==> src/rtl/icache_pkg.sv <==
// shared definitions of the instruction cache
// address split widths, cache geometry, replacement LFSR width
// and the controller state encoding

`default_nettype none

package icache_pkg;

  ////////////////////////////////////////
  // word and address widths
  ////////////////////////////////////////

  localparam int ADDR_W = 32;
  localparam int WORD_W = 32;

  ////////////////////////////////////////
  // cache geometry
  ////////////////////////////////////////

  localparam int LINE_WORDS = 4;
  localparam int WORD_SEL_W = 2;
  localparam int NUM_SETS   = 16;
  localparam int INDEX_W    = 4;
  // address bits minus index, word select and the two byte bits
  localparam int TAG_W      = 24;
  localparam int NUM_WAYS   = 2;

  // bit positions of the address fields
  localparam int SEL_LSB = 2;
  localparam int IDX_LSB = SEL_LSB + WORD_SEL_W;
  localparam int TAG_LSB = IDX_LSB + INDEX_W;

  // replacement
  localparam int LFSR_W = 8;

  // controller FSM states, FLUSH is the reset state
  typedef enum logic [2:0] {
    FLUSH,
    IDLE,
    LOOKUP,
    REFILL,
    UNCACHED
  } ctrl_state_e;

endpackage

`default_nettype wire

==> src/rtl/icache_ctrl.sv <==
// control FSM of the instruction cache
// flush sweep, lookup, line refill and uncached read sequencing
// Wishbone classic master for single-word reads
// response word capture and output data select

`timescale 1ns/1ps
`default_nettype none

module icache_ctrl (
  input  logic                                clk_i,
  input  logic                                rst_ni,
  input  logic                                en_i,
  input  logic                                flush_i,
  input  logic                                req_i,
  input  logic [icache_pkg::ADDR_W-1:0]       addr_i,
  input  logic                                hit_i,
  input  logic [icache_pkg::WORD_W-1:0]       hit_word_i,
  input  logic                                victim_way_i,
  input  logic [icache_pkg::WORD_W-1:0]       wb_dat_i,
  input  logic                                wb_ack_i,
  output logic                                ready_o,
  output logic                                valid_o,
  output logic [icache_pkg::WORD_W-1:0]       data_o,
  output logic                                miss_o,
  output logic                                wb_cyc_o,
  output logic                                wb_stb_o,
  output logic [icache_pkg::ADDR_W-1:0]       wb_adr_o,
  output logic                                rd_en_o,
  output logic [icache_pkg::INDEX_W-1:0]      rd_index_o,
  output logic [icache_pkg::WORD_SEL_W-1:0]   rd_sel_o,
  output logic [icache_pkg::TAG_W-1:0]        rd_tag_o,
  output logic                                wr_en_o,
  output logic                                wr_way_o,
  output logic [icache_pkg::INDEX_W-1:0]      wr_index_o,
  output logic [icache_pkg::WORD_SEL_W-1:0]   wr_sel_o,
  output logic [icache_pkg::WORD_W-1:0]       wr_word_o,
  output logic                                flush_clr_o,
  output logic [icache_pkg::INDEX_W-1:0]      flush_idx_o,
  output logic                                victim_capture_o,
  output logic                                refill_done_o
);

  icache_pkg::ctrl_state_e                state_d, state_q;
  logic [icache_pkg::ADDR_W-1:0]          addr_q;
  logic                                   cache_en_d, cache_en_q;
  // pending flush request
  logic                                   flush_d, flush_q;
  logic [icache_pkg::INDEX_W-1:0]         flush_cnt_q;
  logic [icache_pkg::WORD_SEL_W-1:0]      word_cnt_q;
  // forces one idle bus cycle after each ack
  logic                                   gap_q;
  logic                                   bus_ack;
  logic                                   last_word;
  logic                                   hit_valid;
  // pulse for a refill or uncached response
  logic                                   resp_q;
  logic [icache_pkg::WORD_W-1:0]          word_q;

  ////////////////////////////////////////
  // address split and array requests
  ////////////////////////////////////////

  // index and word select go out with the request, the array read is registered
  assign rd_index_o = addr_i[icache_pkg::IDX_LSB +: icache_pkg::INDEX_W];
  assign rd_sel_o   = addr_i[icache_pkg::SEL_LSB +: icache_pkg::WORD_SEL_W];
  // tag of the latched request, compared one cycle later
  assign rd_tag_o   = addr_q[icache_pkg::ADDR_W-1:icache_pkg::TAG_LSB];

  assign wb_cyc_o  = ((state_q == icache_pkg::REFILL) || (state_q == icache_pkg::UNCACHED)) &&
                     !gap_q;
  assign wb_stb_o  = wb_cyc_o;
  assign bus_ack   = wb_cyc_o & wb_ack_i;
  assign last_word = (word_cnt_q == icache_pkg::WORD_SEL_W'(icache_pkg::LINE_WORDS - 1));

  // refill walks the line in ascending order, uncached reads its own word
  assign wb_adr_o = (state_q == icache_pkg::REFILL) ?
                    {addr_q[icache_pkg::ADDR_W-1:icache_pkg::IDX_LSB], word_cnt_q, 2'b00} :
                    {addr_q[icache_pkg::ADDR_W-1:icache_pkg::SEL_LSB], 2'b00};

  // refill words go straight into the victim way
  assign wr_en_o     = (state_q == icache_pkg::REFILL) && bus_ack;
  assign wr_way_o    = victim_way_i;
  assign wr_index_o  = addr_q[icache_pkg::IDX_LSB +: icache_pkg::INDEX_W];
  assign wr_sel_o    = word_cnt_q;
  assign wr_word_o   = wb_dat_i;
  assign flush_clr_o = (state_q == icache_pkg::FLUSH);
  assign flush_idx_o = flush_cnt_q;

  assign valid_o = hit_valid | resp_q;
  assign data_o  = (state_q == icache_pkg::LOOKUP) ? hit_word_i : word_q;

  ////////////////////////////////////////
  // next state logic
  ////////////////////////////////////////

  always_comb begin
    state_d          = state_q;
    // disabling takes effect at once, enabling goes through a flush
    cache_en_d       = cache_en_q & en_i;
    flush_d          = flush_q | flush_i;
    ready_o          = 1'b0;
    hit_valid        = 1'b0;
    miss_o           = 1'b0;
    victim_capture_o = 1'b0;
    refill_done_o    = 1'b0;
    rd_en_o          = 1'b0;
    unique case (state_q)
      icache_pkg::FLUSH: begin
        if (flush_cnt_q == icache_pkg::INDEX_W'(icache_pkg::NUM_SETS - 1)) begin
          state_d    = icache_pkg::IDLE;
          flush_d    = flush_i;
          cache_en_d = en_i;
        end
      end
      icache_pkg::IDLE: begin
        if (flush_q || (en_i && !cache_en_q)) begin
          state_d = icache_pkg::FLUSH;
        end else begin
          ready_o = 1'b1;
        end
      end
      icache_pkg::LOOKUP: begin
        if (hit_i) begin
          hit_valid = 1'b1;
          state_d   = icache_pkg::IDLE;
          // back-to-back hits unless a flush waits
          ready_o   = !flush_q && !(en_i && !cache_en_q);
        end else begin
          miss_o           = 1'b1;
          victim_capture_o = 1'b1;
          state_d          = icache_pkg::REFILL;
        end
      end
      icache_pkg::REFILL: begin
        if (bus_ack && last_word) begin
          refill_done_o = 1'b1;
          state_d       = icache_pkg::IDLE;
        end
      end
      icache_pkg::UNCACHED: begin
        if (bus_ack) begin
          state_d = icache_pkg::IDLE;
        end
      end
      default: begin
        state_d = icache_pkg::FLUSH;
      end
    endcase
    // accepted request, disabled cache bypasses the arrays
    if (ready_o && req_i) begin
      rd_en_o = cache_en_q;
      state_d = cache_en_q ? icache_pkg::LOOKUP : icache_pkg::UNCACHED;
    end
  end

  ////////////////////////////////////////
  // registers
  ////////////////////////////////////////

  always_ff @(posedge clk_i or negedge rst_ni) begin
    if (!rst_ni) begin
      state_q     <= icache_pkg::FLUSH;
      cache_en_q  <= 1'b0;
      flush_q     <= 1'b0;
      flush_cnt_q <= '0;
      word_cnt_q  <= '0;
      gap_q       <= 1'b0;
      resp_q      <= 1'b0;
    end else begin
      state_q    <= state_d;
      cache_en_q <= cache_en_d;
      flush_q    <= flush_d;
      gap_q      <= bus_ack;
      resp_q     <= refill_done_o | ((state_q == icache_pkg::UNCACHED) && bus_ack);
      // sweep counter wraps back to zero after the last set
      if (flush_clr_o) begin
        flush_cnt_q <= flush_cnt_q + 1'b1;
      end
      if (victim_capture_o) begin
        word_cnt_q <= '0;
      end else if (wr_en_o) begin
        word_cnt_q <= word_cnt_q + 1'b1;
      end
    end
  end

  // request address and response word
  always_ff @(posedge clk_i) begin
    if (ready_o && req_i) begin
      addr_q <= addr_i;
    end
    // keep the requested word as it passes by during the refill
    if (wr_en_o && (word_cnt_q == addr_q[icache_pkg::SEL_LSB +: icache_pkg::WORD_SEL_W])) begin
      word_q <= wb_dat_i;
    end else if ((state_q == icache_pkg::UNCACHED) && bus_ack) begin
      word_q <= wb_dat_i;
    end
  end

endmodule

`default_nettype wire

==> src/rtl/icache_repl.sv <==
// victim way selection for line refills
// lowest invalid way first, else a pseudo-random way from an 8-bit LFSR

`timescale 1ns/1ps
`default_nettype none

module icache_repl (
  input  logic                              clk_i,
  input  logic                              rst_ni,
  input  logic [icache_pkg::NUM_WAYS-1:0]   way_valid_i,
  input  logic                              capture_i,
  input  logic                              step_i,
  output logic                              victim_way_o
);

  logic [icache_pkg::LFSR_W-1:0] lfsr_q;
  logic                          feedback;
  logic                          victim_d, victim_q;
  // set was full at lookup time
  logic                          all_valid_q;

  assign victim_d = !way_valid_i[0] ? 1'b0 :
                    !way_valid_i[1] ? 1'b1 :
                                      lfsr_q[0];

  // taps 8,6,5,4 give a maximal length sequence
  assign feedback = lfsr_q[7] ^ lfsr_q[5] ^ lfsr_q[4] ^ lfsr_q[3];

  always_ff @(posedge clk_i or negedge rst_ni) begin
    if (!rst_ni) begin
      lfsr_q      <= icache_pkg::LFSR_W'(1);
      victim_q    <= 1'b0;
      all_valid_q <= 1'b0;
    end else begin
      // choice held from lookup until the refill ends
      if (capture_i) begin
        victim_q    <= victim_d;
        all_valid_q <= &way_valid_i;
      end
      if (step_i && all_valid_q) begin
        lfsr_q <= {lfsr_q[icache_pkg::LFSR_W-2:0], feedback};
      end
    end
  end

  assign victim_way_o = victim_q;

endmodule

`default_nettype wire

==> src/rtl/icache_top.sv <==
// top level of the two-way instruction cache
// fetch port, Wishbone classic refill port
// controller, way arrays and replacement selector

`timescale 1ns/1ps
`default_nettype none

module icache_top (
  input  logic                            clk_i,
  input  logic                            rst_ni,
  input  logic                            en_i,
  input  logic                            flush_i,
  input  logic                            req_i,
  input  logic [icache_pkg::ADDR_W-1:0]   addr_i,
  output logic                            ready_o,
  output logic                            valid_o,
  output logic [icache_pkg::WORD_W-1:0]   data_o,
  output logic                            miss_o,
  output logic                            wb_cyc_o,
  output logic                            wb_stb_o,
  output logic [icache_pkg::ADDR_W-1:0]   wb_adr_o,
  input  logic [icache_pkg::WORD_W-1:0]   wb_dat_i,
  input  logic                            wb_ack_i
);

  // array read side
  logic                                 rd_en;
  logic [icache_pkg::INDEX_W-1:0]       rd_index;
  logic [icache_pkg::WORD_SEL_W-1:0]    rd_sel;
  logic [icache_pkg::TAG_W-1:0]         rd_tag;
  logic                                 hit;
  logic [icache_pkg::WORD_W-1:0]        hit_word;
  logic [icache_pkg::NUM_WAYS-1:0]      way_valid;
  // array write side
  logic                                 wr_en;
  logic                                 wr_way;
  logic [icache_pkg::INDEX_W-1:0]       wr_index;
  logic [icache_pkg::WORD_SEL_W-1:0]    wr_sel;
  logic [icache_pkg::WORD_W-1:0]        wr_word;
  logic                                 flush_clr;
  logic [icache_pkg::INDEX_W-1:0]       flush_idx;
  // replacement
  logic                                 victim_way;
  logic                                 victim_capture;
  logic                                 refill_done;

  icache_ctrl icache_ctrl_inst (
    .clk_i            (clk_i),
    .rst_ni           (rst_ni),
    .en_i             (en_i),
    .flush_i          (flush_i),
    .req_i            (req_i),
    .addr_i           (addr_i),
    .hit_i            (hit),
    .hit_word_i       (hit_word),
    .victim_way_i     (victim_way),
    .wb_dat_i         (wb_dat_i),
    .wb_ack_i         (wb_ack_i),
    .ready_o          (ready_o),
    .valid_o          (valid_o),
    .data_o           (data_o),
    .miss_o           (miss_o),
    .wb_cyc_o         (wb_cyc_o),
    .wb_stb_o         (wb_stb_o),
    .wb_adr_o         (wb_adr_o),
    .rd_en_o          (rd_en),
    .rd_index_o       (rd_index),
    .rd_sel_o         (rd_sel),
    .rd_tag_o         (rd_tag),
    .wr_en_o          (wr_en),
    .wr_way_o         (wr_way),
    .wr_index_o       (wr_index),
    .wr_sel_o         (wr_sel),
    .wr_word_o        (wr_word),
    .flush_clr_o      (flush_clr),
    .flush_idx_o      (flush_idx),
    .victim_capture_o (victim_capture),
    .refill_done_o    (refill_done)
  );

  icache_ways icache_ways_inst (
    .clk_i       (clk_i),
    .rst_ni      (rst_ni),
    .rd_en_i     (rd_en),
    .rd_index_i  (rd_index),
    .rd_sel_i    (rd_sel),
    .rd_tag_i    (rd_tag),
    .wr_en_i     (wr_en),
    .wr_way_i    (wr_way),
    .wr_index_i  (wr_index),
    .wr_sel_i    (wr_sel),
    .wr_word_i   (wr_word),
    .flush_clr_i (flush_clr),
    .flush_idx_i (flush_idx),
    .hit_o       (hit),
    .hit_word_o  (hit_word),
    .way_valid_o (way_valid)
  );

  icache_repl icache_repl_inst (
    .clk_i        (clk_i),
    .rst_ni       (rst_ni),
    .way_valid_i  (way_valid),
    .capture_i    (victim_capture),
    .step_i       (refill_done),
    .victim_way_o (victim_way)
  );

endmodule

`default_nettype wire

==> src/rtl/icache_ways.sv <==
// tag, valid and data arrays of both cache ways
// registered read of the indexed set
// tag compare and hit word select
// refill write and per-set valid clear for the flush sweep

`timescale 1ns/1ps
`default_nettype none

module icache_ways (
  input  logic                                clk_i,
  input  logic                                rst_ni,
  input  logic                                rd_en_i,
  input  logic [icache_pkg::INDEX_W-1:0]      rd_index_i,
  input  logic [icache_pkg::WORD_SEL_W-1:0]   rd_sel_i,
  input  logic [icache_pkg::TAG_W-1:0]        rd_tag_i,
  input  logic                                wr_en_i,
  input  logic                                wr_way_i,
  input  logic [icache_pkg::INDEX_W-1:0]      wr_index_i,
  input  logic [icache_pkg::WORD_SEL_W-1:0]   wr_sel_i,
  input  logic [icache_pkg::WORD_W-1:0]       wr_word_i,
  input  logic                                flush_clr_i,
  input  logic [icache_pkg::INDEX_W-1:0]      flush_idx_i,
  output logic                                hit_o,
  output logic [icache_pkg::WORD_W-1:0]       hit_word_o,
  output logic [icache_pkg::NUM_WAYS-1:0]     way_valid_o
);

  // per-way compare result
  logic [icache_pkg::NUM_WAYS-1:0]   hit_way;
  // selected word of each way from the registered read
  logic [icache_pkg::WORD_W-1:0]     way_word [icache_pkg::NUM_WAYS];

  for (genvar w = 0; w < icache_pkg::NUM_WAYS; w++) begin : gen_way
    logic [icache_pkg::TAG_W-1:0]    tag_mem  [icache_pkg::NUM_SETS];
    // line words are stored flat, addressed by {index, word select}
    logic [icache_pkg::WORD_W-1:0]   data_mem [icache_pkg::NUM_SETS * icache_pkg::LINE_WORDS];
    logic [icache_pkg::NUM_SETS-1:0] valid_q;
    logic [icache_pkg::TAG_W-1:0]    rd_tag_q;
    logic [icache_pkg::WORD_W-1:0]   rd_word_q;
    logic                            rd_vld_q;
    logic                            way_we;
    // first word of a refill opens the line
    logic                            line_open;

    assign way_we    = wr_en_i && (wr_way_i == 1'(w));
    assign line_open = way_we && (wr_sel_i == '0);

    ////////////////////////////////////////
    // tag and data arrays
    ////////////////////////////////////////

    always_ff @(posedge clk_i) begin
      if (way_we) begin
        data_mem[{wr_index_i, wr_sel_i}] <= wr_word_i;
      end
      // rd_tag_i still holds the missing request's tag during the refill
      if (line_open) begin
        tag_mem[wr_index_i] <= rd_tag_i;
      end
      if (rd_en_i) begin
        rd_tag_q  <= tag_mem[rd_index_i];
        rd_word_q <= data_mem[{rd_index_i, rd_sel_i}];
      end
    end

    // valid bits and their registered read
    always_ff @(posedge clk_i or negedge rst_ni) begin
      if (!rst_ni) begin
        valid_q  <= '0;
        rd_vld_q <= 1'b0;
      end else begin
        if (flush_clr_i) begin
          valid_q[flush_idx_i] <= 1'b0;
        end else if (line_open) begin
          valid_q[wr_index_i] <= 1'b1;
        end
        if (rd_en_i) begin
          rd_vld_q <= valid_q[rd_index_i];
        end
      end
    end

    assign hit_way[w]     = rd_vld_q && (rd_tag_q == rd_tag_i);
    assign way_word[w]    = rd_word_q;
    assign way_valid_o[w] = rd_vld_q;
  end

  ////////////////////////////////////////
  // hit word select
  ////////////////////////////////////////

  assign hit_o = |hit_way;

  // and-or mux, at most one way hits
  always_comb begin
    hit_word_o = '0;
    for (int w = 0; w < icache_pkg::NUM_WAYS; w++) begin
      hit_word_o = hit_word_o | (way_word[w] & {icache_pkg::WORD_W{hit_way[w]}});
    end
  end

endmodule

`default_nettype wire

==> config.mk <==
export PLATFORM = sky130hd
export DESIGN_NAME = icache_top
export DESIGN_NICKNAME = d
export VERILOG_FILES = /design/src/rtl/icache_pkg.sv /design/src/rtl/icache_ctrl.sv /design/src/rtl/icache_repl.sv /design/src/rtl/icache_top.sv /design/src/rtl/icache_ways.sv
export SDC_FILE = /design/constraint.sdc
export NUM_CORES = 2
export LEC_CHECK = 0
export ABC_CLOCK_PERIOD_IN_PS = 6220
export BUFFER_PORTS_ARGS = -buffer_cell sky130_fd_sc_hd__buf_2
export CORE_UTILIZATION = 60
export CTS_CLUSTER_DIAMETER = 80
export CTS_CLUSTER_SIZE = 20
export DETAILED_ROUTE_END_ITERATION = 16
export HOLD_SLACK_MARGIN = 0.08
export PLACE_DENSITY = 0.77
export SLEW_MARGIN = 20
export SYNTH_ARGS = -nofsm -noshare
export SYNTH_HDL_FRONTEND = slang
export SYNTH_MEMORY_MAX_BITS = 65536
export SYNTH_SLANG_ARGS = --single-unit
==> constraint.sdc <==
create_clock -name clk_i -period 6.22 [get_ports clk_i]
set_input_delay 0.311 -clock clk_i [delete_from_list [all_inputs] [get_ports clk_i]]
set_output_delay 0.311 -clock clk_i [all_outputs]
set_load 0.005 [all_outputs]
* After elaboration in Yosys (flattened, before gate mapping)
Memories as Yosys holds them, arrays and structs flattened. A register that Yosys moved wholly into a read port is not among the register bits.
Index checks and enable logic that the tools add are counted.
** Operators by class
- Equal/unequal tests :: 13
- Reductions and logical operators :: 32
- Order comparisons :: 5
- Bitwise operators :: 17
- Mux-type cells :: 50
- $add $sub $neg :: 2
** Operators with widths (count)
- $mux W32 :: 3
- $and A32 B32 Y32 :: 2
- $mux W16 :: 4
- $eq A24 B24 Y1 :: 2
- $and A16 B16 Y16 :: 2
- $or A16 B16 Y16 :: 2
- $or A32 B32 Y32 :: 1
- $mux W1 :: 27
- $mux W3 :: 6
- $logic_and A1 B1 Y1 :: 17
- $not A16 Y16 :: 1
- $lt A4 B5 Y1 const B :: 3
- $pmux W3 S5 :: 1
- $bmux W1 S4 :: 2
- $demux W1 S4 :: 2
- $ge A4 B1 Y1 const B :: 2
- $reduce_bool A2 Y1 :: 4
- $eq A3 B2 Y1 const B :: 2
- $mux W2 :: 3
- $ne A3 B1 Y1 const B :: 2
- $add A4 B1 Y4 const B :: 1
- $eq A4 B4 Y1 const B :: 1
- $logic_not A1 Y1 :: 4
- $mux W4 :: 1
- 18 further kinds :: 24
** Storage, ports and cells
- Word-level logic and storage cells :: 139
- Bits in registers :: 121
- Memories :: 4
- Bits of input ports :: 70
- Bits in writable memories :: 4864
- Output and inout bits :: 69
** Memory list
- icache_ways_inst.gen_way[0].data_mem :: depth 64, bits a word 32, rd ports 1, clocked after Yosys merged registers in 1, wr ports 1, line icache_ways.sv:36 : logic [icache_pkg::WORD_W-1:0] data_mem [icache_pkg::NUM_SETS * icache_pkg::LINE_WORDS];
- icache_ways_inst.gen_way[1].data_mem :: depth 64, bits a word 32, rd ports 1, clocked after Yosys merged registers in 1, wr ports 1, line icache_ways.sv:36
- icache_ways_inst.gen_way[0].tag_mem :: depth 16, bits a word 24, rd ports 1, clocked after Yosys merged registers in 1, wr ports 1, line icache_ways.sv:34 : logic [icache_pkg::TAG_W-1:0] tag_mem [icache_pkg::NUM_SETS];
- icache_ways_inst.gen_way[1].tag_mem :: depth 16, bits a word 24, rd ports 1, clocked after Yosys merged registers in 1, wr ports 1, line icache_ways.sv:34

* Logic depth before layout (Yosys ltp)
- Word-level depth :: 9
- Gate-level depth with buffers :: 8
- Depth with buffers taken out :: 6

* By module
A second synthesis with hierarchy kept.
** Second synthesis, totals
- Cells, all modules :: 8321
- Area total of the unflattened synthesis :: 193396.7 um^2
** Modules (own cells, without submodules)
- icache_ways :: instances 1, cells an instance 8019, area each 189195.2 um^2
- icache_ctrl :: instances 1, cells an instance 272, area each 3796.1 um^2
- icache_repl :: instances 1, cells an instance 30, area each 405.4 um^2

* Worst setup path before layout
Ideal clock, no wire load.
- Path type :: register to register
- From :: register icache_ctrl_inst.addr_q[23] (netlist bit)
- To :: register icache_ways_inst.gen_way[0].rd_tag_q[0] (netlist bit) (read register of icache_ways_inst.gen_way[0].tag_mem), enable pin
- Cell stages (with the launch flop) :: 7
- Arrival time :: 4.477 ns
- Data required time :: 5.751 ns
- Path slack :: 1.274 ns
- Cells stage by stage :: edfxtp_1 -> xor2_1 -> nor4b_1 -> nand4_1 -> or4_1 -> a21oi_1 -> a21o_1
** On the way
- Cells in the longest elaborated chain, start to end :: 7
** RTL lines
- start, declared :: line icache_ctrl.sv:44 : logic [icache_pkg::ADDR_W-1:0] addr_q;
- start signal, assigned :: line icache_ctrl.sv:190 : addr_q <= addr_i;
- $eq A24 B24 Y1 :: line icache_ways.sv:83 : assign hit_way[w] = rd_vld_q && (rd_tag_q == rd_tag_i);
- $logic_and A1 B1 Y1 :: line icache_ways.sv:83
- $reduce_or A2 Y1 (*) :: line icache_ways.sv:92 : assign hit_o = |hit_way;
- $mux W1 (*) :: line icache_ctrl.sv:123 : if (hit_i) begin
- $pmux W1 S2 (*) :: line icache_ctrl.sv:107 : unique case (state_q)
- $logic_and A1 B1 Y1 (*) :: line icache_ctrl.sv:150 : if (ready_o && req_i) begin
- $mux W1 (*) :: line icache_ctrl.sv:150
- via icache_ctrl_inst.rd_en_o :: line icache_ctrl.sv:28 : output logic rd_en_o,
- end, declared :: line icache_ways.sv:38 : logic [icache_pkg::TAG_W-1:0] rd_tag_q;
Mark *: on every way through the listed nets, which the timed path passes. The rest lies on a longest branch.
A chain may end at the register's enable or synchronous reset.

* Final worst setup path
- From :: register icache_ctrl_inst.addr_q[9] (netlist bit)
- To :: output data_o[23] (netlist bit)
** On the way
- Cells in the longest elaborated chain, start to end :: 5
** RTL lines
- $eq A24 B24 Y1 :: line icache_ways.sv:83
- $logic_and A1 B1 Y1 :: line icache_ways.sv:83
- $and A32 B32 Y32 :: line icache_ways.sv:98 : hit_word_o = hit_word_o | (way_word[w] & {icache_pkg::WORD_W{hit_way[w]}});
- $or A32 B32 Y32 (*) :: line icache_ways.sv:98
- $mux W32 (*) :: line icache_ctrl.sv:90 : assign data_o = (state_q == icache_pkg::LOOKUP) ? hit_word_i : word_q;
- end, declared :: line icache_top.sv:17 : output logic [icache_pkg::WORD_W-1:0] data_o,
Mark *: on every way between the ends. The rest lies on a longest branch, timed or not.

==> results.toml <==
[grt]
grt_pass1_wl_mm = 673.8
grt_pass1_vias = 90880
overflow = 0
antenna_found_initial = 19
grt_max_degree = 118
grt_use_total_pct = 29.78

[clocking]
clk_path_buf_depth = 4
clk-insertion-delay-late_ps = 960
root_buffer = "clkbuf_16"
clock-sinks = 5095
cts_buffers = 293
cts_resized = 0
cts_tree = "built"
cts_setup_buffers = 0
h-tree-depth = 5
clkTransAtPathRegs_ps = 90
cts_hold_buf = 76

[layout]
drive_gt1_share_pct = 30.02
area_growth_pct = 8.863
num-fill-cells = 18990
multiInputGateArea_sq_mm = 0.04002
seq_area_sq_mm = 0.1527
nNetsFinal = 8268

[timing]
slew_viol_final = 0
finalWorstPathRequiredPeriod_ps = 5016
skew_ps = 57.23
tns_ps = 0
period_share_pct = 80.65
hold_slack_ps = 110.5
worst_slack_ps = 1204
relSlewSlack_pct = 20.46
rsz0062_at_grt = "no"
setup_viol_count_final = 0
tightest_slew_ps = 1193
final_hold_viol_count = 0
max_freq_ghz = 0.1994

[route]
num_vias = 89340
wire_per_inst_um = 38.22
dr.first_iter.drc_count = 13370
ant_nets = 0
drt-total-wl_mm = 480.1
dr.pass1.iters = 8
viasPerCell = 7.112
drc = 0

[floorplanning]
initial_core_util_pct = 60.31
row_count = 208
die_x_um = 569.9
die_h_um = 569.9
dieArea_sq_mm = 0.3248
core_sq_mm = 0.3209
ioPinCount = 139

[logic_synthesis]
synth_top_cell_area_share_pct = 78.18
ys_seq_area_share_pct = 78.91
synth_area_leaders = "edfxtp_1 78%, mux4_2 18%, dfrtp_1 0.72%, a22oi_1 0.50%, nor2_1 0.47%"
netlist-cell-type-count = 55
synth_area_leader_cell = "edfxtp_1"
avgSynthCellArea_sq_um = 24.74
yosysMostFrequentCell = "edfxtp_1"
synthFlopType = "edfxtp_1"
synth_top_cells_by_count = "5038 x edfxtp_1, 1528 x mux4_2, 241 x nor2_1, 236 x clkbuf_1, 157 x buf_2"
synth-edff-count = 5038
synth_async_sr_flop_share_pct = 1.119
syn_area_sq_mm = 0.1935
yosysWarnings = 0
synthCells = 7823
ys_ff_latch = 5095

[outcome]
outcome = "complete, no violations"

[worst_setup_path]
start_kind = "flop"
crit_required_ps = 5910
critPathCaptureType = "primary output"
cp_max_fo = 33
path_class = "reg -> out"
worstPathArrival_ps = 4710

[pwr]
peakVddDrop_v = 0.0003446
p_leak_nw = 64.17
p_per_area_mw_per_mm2 = 286.6

[placement]
place.gp.congestion = 0.8323
io_buffers = 134
pre_cts_ws_ps = 1792
dpl.hpwl_mm = 254.4

[job]
maxCapViolations = 0

[worst_hold_path]
hold_path.class = "in -> reg"
## final timing paths
kind	start	end	slack (ps)	depth (start not counted)
max reg2reg	icache_ctrl_inst.addr_q[9]	icache_ways_inst.gen_way[1].rd_word_q[29]	1790	7
min in group asynchronous	rst_ni	icache_ctrl_inst.flush_q	130	3
max	icache_ctrl_inst.addr_q[9]	data_o[23]	1200	8
min reg2reg	icache_ways_inst.gen_way[0].valid_q[9]	icache_ways_inst.gen_way[0].valid_q[9]	480	1
min	addr_i[13]	icache_ctrl_inst.addr_q[13]	110	2
max in group asynchronous	rst_ni	icache_ways_inst.gen_way[0].valid_q[11]	5490	3
## critical path: stages, from the launching register on
cell and delay (ps):
edfxtp_1 1090, xnor2_1 200, nand2_1 140, nor4b_1 300, and4_2 300, buf_4 480
a221oi_1 200, nor2_1 720, buf_2 250
## kinds of logic after synthesis
| group | synth area share, % |
|---|---|
| adder cells (fa/ha/maj) | 0.03879 |
| AND/OR/NAND/NOR | 1.002 |
| AO/OA/AOI/OAI | 0.8761 |
| multiplexers | 17.84 |
| buffers and inverters | 1.066 |
| other | 0.001938 |
| flip-flops | 78.91 |
| XOR/XNOR | 0.2580 |
## placed cells by master, fill, tap and decap left out, types with 4 or more instances in the layout
| cell type | synthesis | routed |
|---|---|---|
| dlygate4sd3_1 | 0 | 76 |
| clkbuf_16 | 0 | 298 |
| a22oi_1 | 128 | 128 |
| buf_2 | 157 | 96 |
| ha_1 | 6 | 6 |
| buf_4 | 31 | 291 |
| clkinv_8 | 0 | 8 |
| clkbuf_1 | 236 | 31 |
| dfrtp_1 | 56 | 56 |
| o21ai_0 | 5 | 5 |
| nand4_1 | 18 | 18 |
| xor2_1 | 21 | 21 |
| mux2i_1 | 4 | 4 |
| buf_8 | 0 | 5 |
| a21o_1 | 32 | 31 |
| nor4_1 | 8 | 8 |
| diode_2 | 0 | 8 |
| a221oi_1 | 34 | 34 |
| or3_1 | 5 | 5 |
| mux2_2 | 7 | 7 |
| nand3b_1 | 5 | 5 |
| nor2_4 | 0 | 161 |
| inv_1 | 14 | 14 |
| nand2b_1 | 8 | 8 |
| buf_12 | 0 | 36 |
| nor3_1 | 6 | 6 |
| xnor2_1 | 36 | 36 |
| mux4_2 | 1528 | 1528 |
| buf_16 | 0 | 13 |
| or3b_2 | 4 | 4 |
| inv_6 | 0 | 5 |
| nand3_1 | 26 | 26 |
| a21oi_1 | 10 | 9 |
| nor2b_1 | 8 | 6 |
| nand2_1 | 91 | 91 |
| nor2_1 | 241 | 80 |
| edfxtp_1 | 5038 | 5038 |
## flip-flops by register name, indices dropped and copies added (netlist names), 3 cells and up
register / flops
icache_ctrl_inst.flush_idx_o: 4
icache_ways_inst.gen_way.tag_mem: 768
icache_ways_inst.gen_way.rd_word_q: 64
icache_ctrl_inst.state_q: 3
icache_ctrl_inst.word_q: 32
icache_ways_inst.gen_way.rd_tag_q: 48
icache_ctrl_inst.addr_q: 30
icache_ways_inst.gen_way.data_mem: 4096
icache_ways_inst.gen_way.valid_q: 32
icache_repl_inst.lfsr_q: 8
## layer usage
| layer | global-route usage, % | vias up | wire (um) |
|---|---|---|---|
| li1 | - | 34220 | - |
| met1 | 39.68 | 47310 | 162200 |
| met2 | 48.41 | 6680 | 237300 |
| met5 | 0 | - | 73 |
| met3 | 6.650 | 1120 | 58760 |
| met4 | 12.11 | 10 | 21780 |
## area by class of cell
class                      instances  share of cell area (%)
multi-input combinational       2269                   19.00
tap                             4305                   2.557
antenna                            8                0.009503
clock buffer                     329                   3.595
timing repair buffer             519                   2.186
inverter                          14                 0.02494
clock inverter                    22                  0.1431
sequential                      5095                   72.49
## report_power, final
part	internal [W]	total [W]	switching [W]
clock network	0.00870	0.0192	0.0105
logic	0.00132	0.00344	0.00211
registers	0.0377	0.0378	0.0000859
total	0.0477	0.0604	0.0127
## stage by stage
| stage | instances | area [sq um] | utilization (%) | total power, W |
|---|---|---|---|---|
| after floorplan | 7824 | 193500 | - | 0.04039 |
| after global placement | 12110 | 201500 | 62.80 | 0.04174 |
| after detailed placement | 12110 | 201700 | 62.86 | 0.04185 |
| after CTS | 12540 | 210400 | 65.55 | 0.06046 |
| after global routing | 12560 | 210700 | 65.65 | 0.06169 |
| final | 12560 | 210700 | 65.65 | 0.06037 |
(Power assumes the default switching activity.)
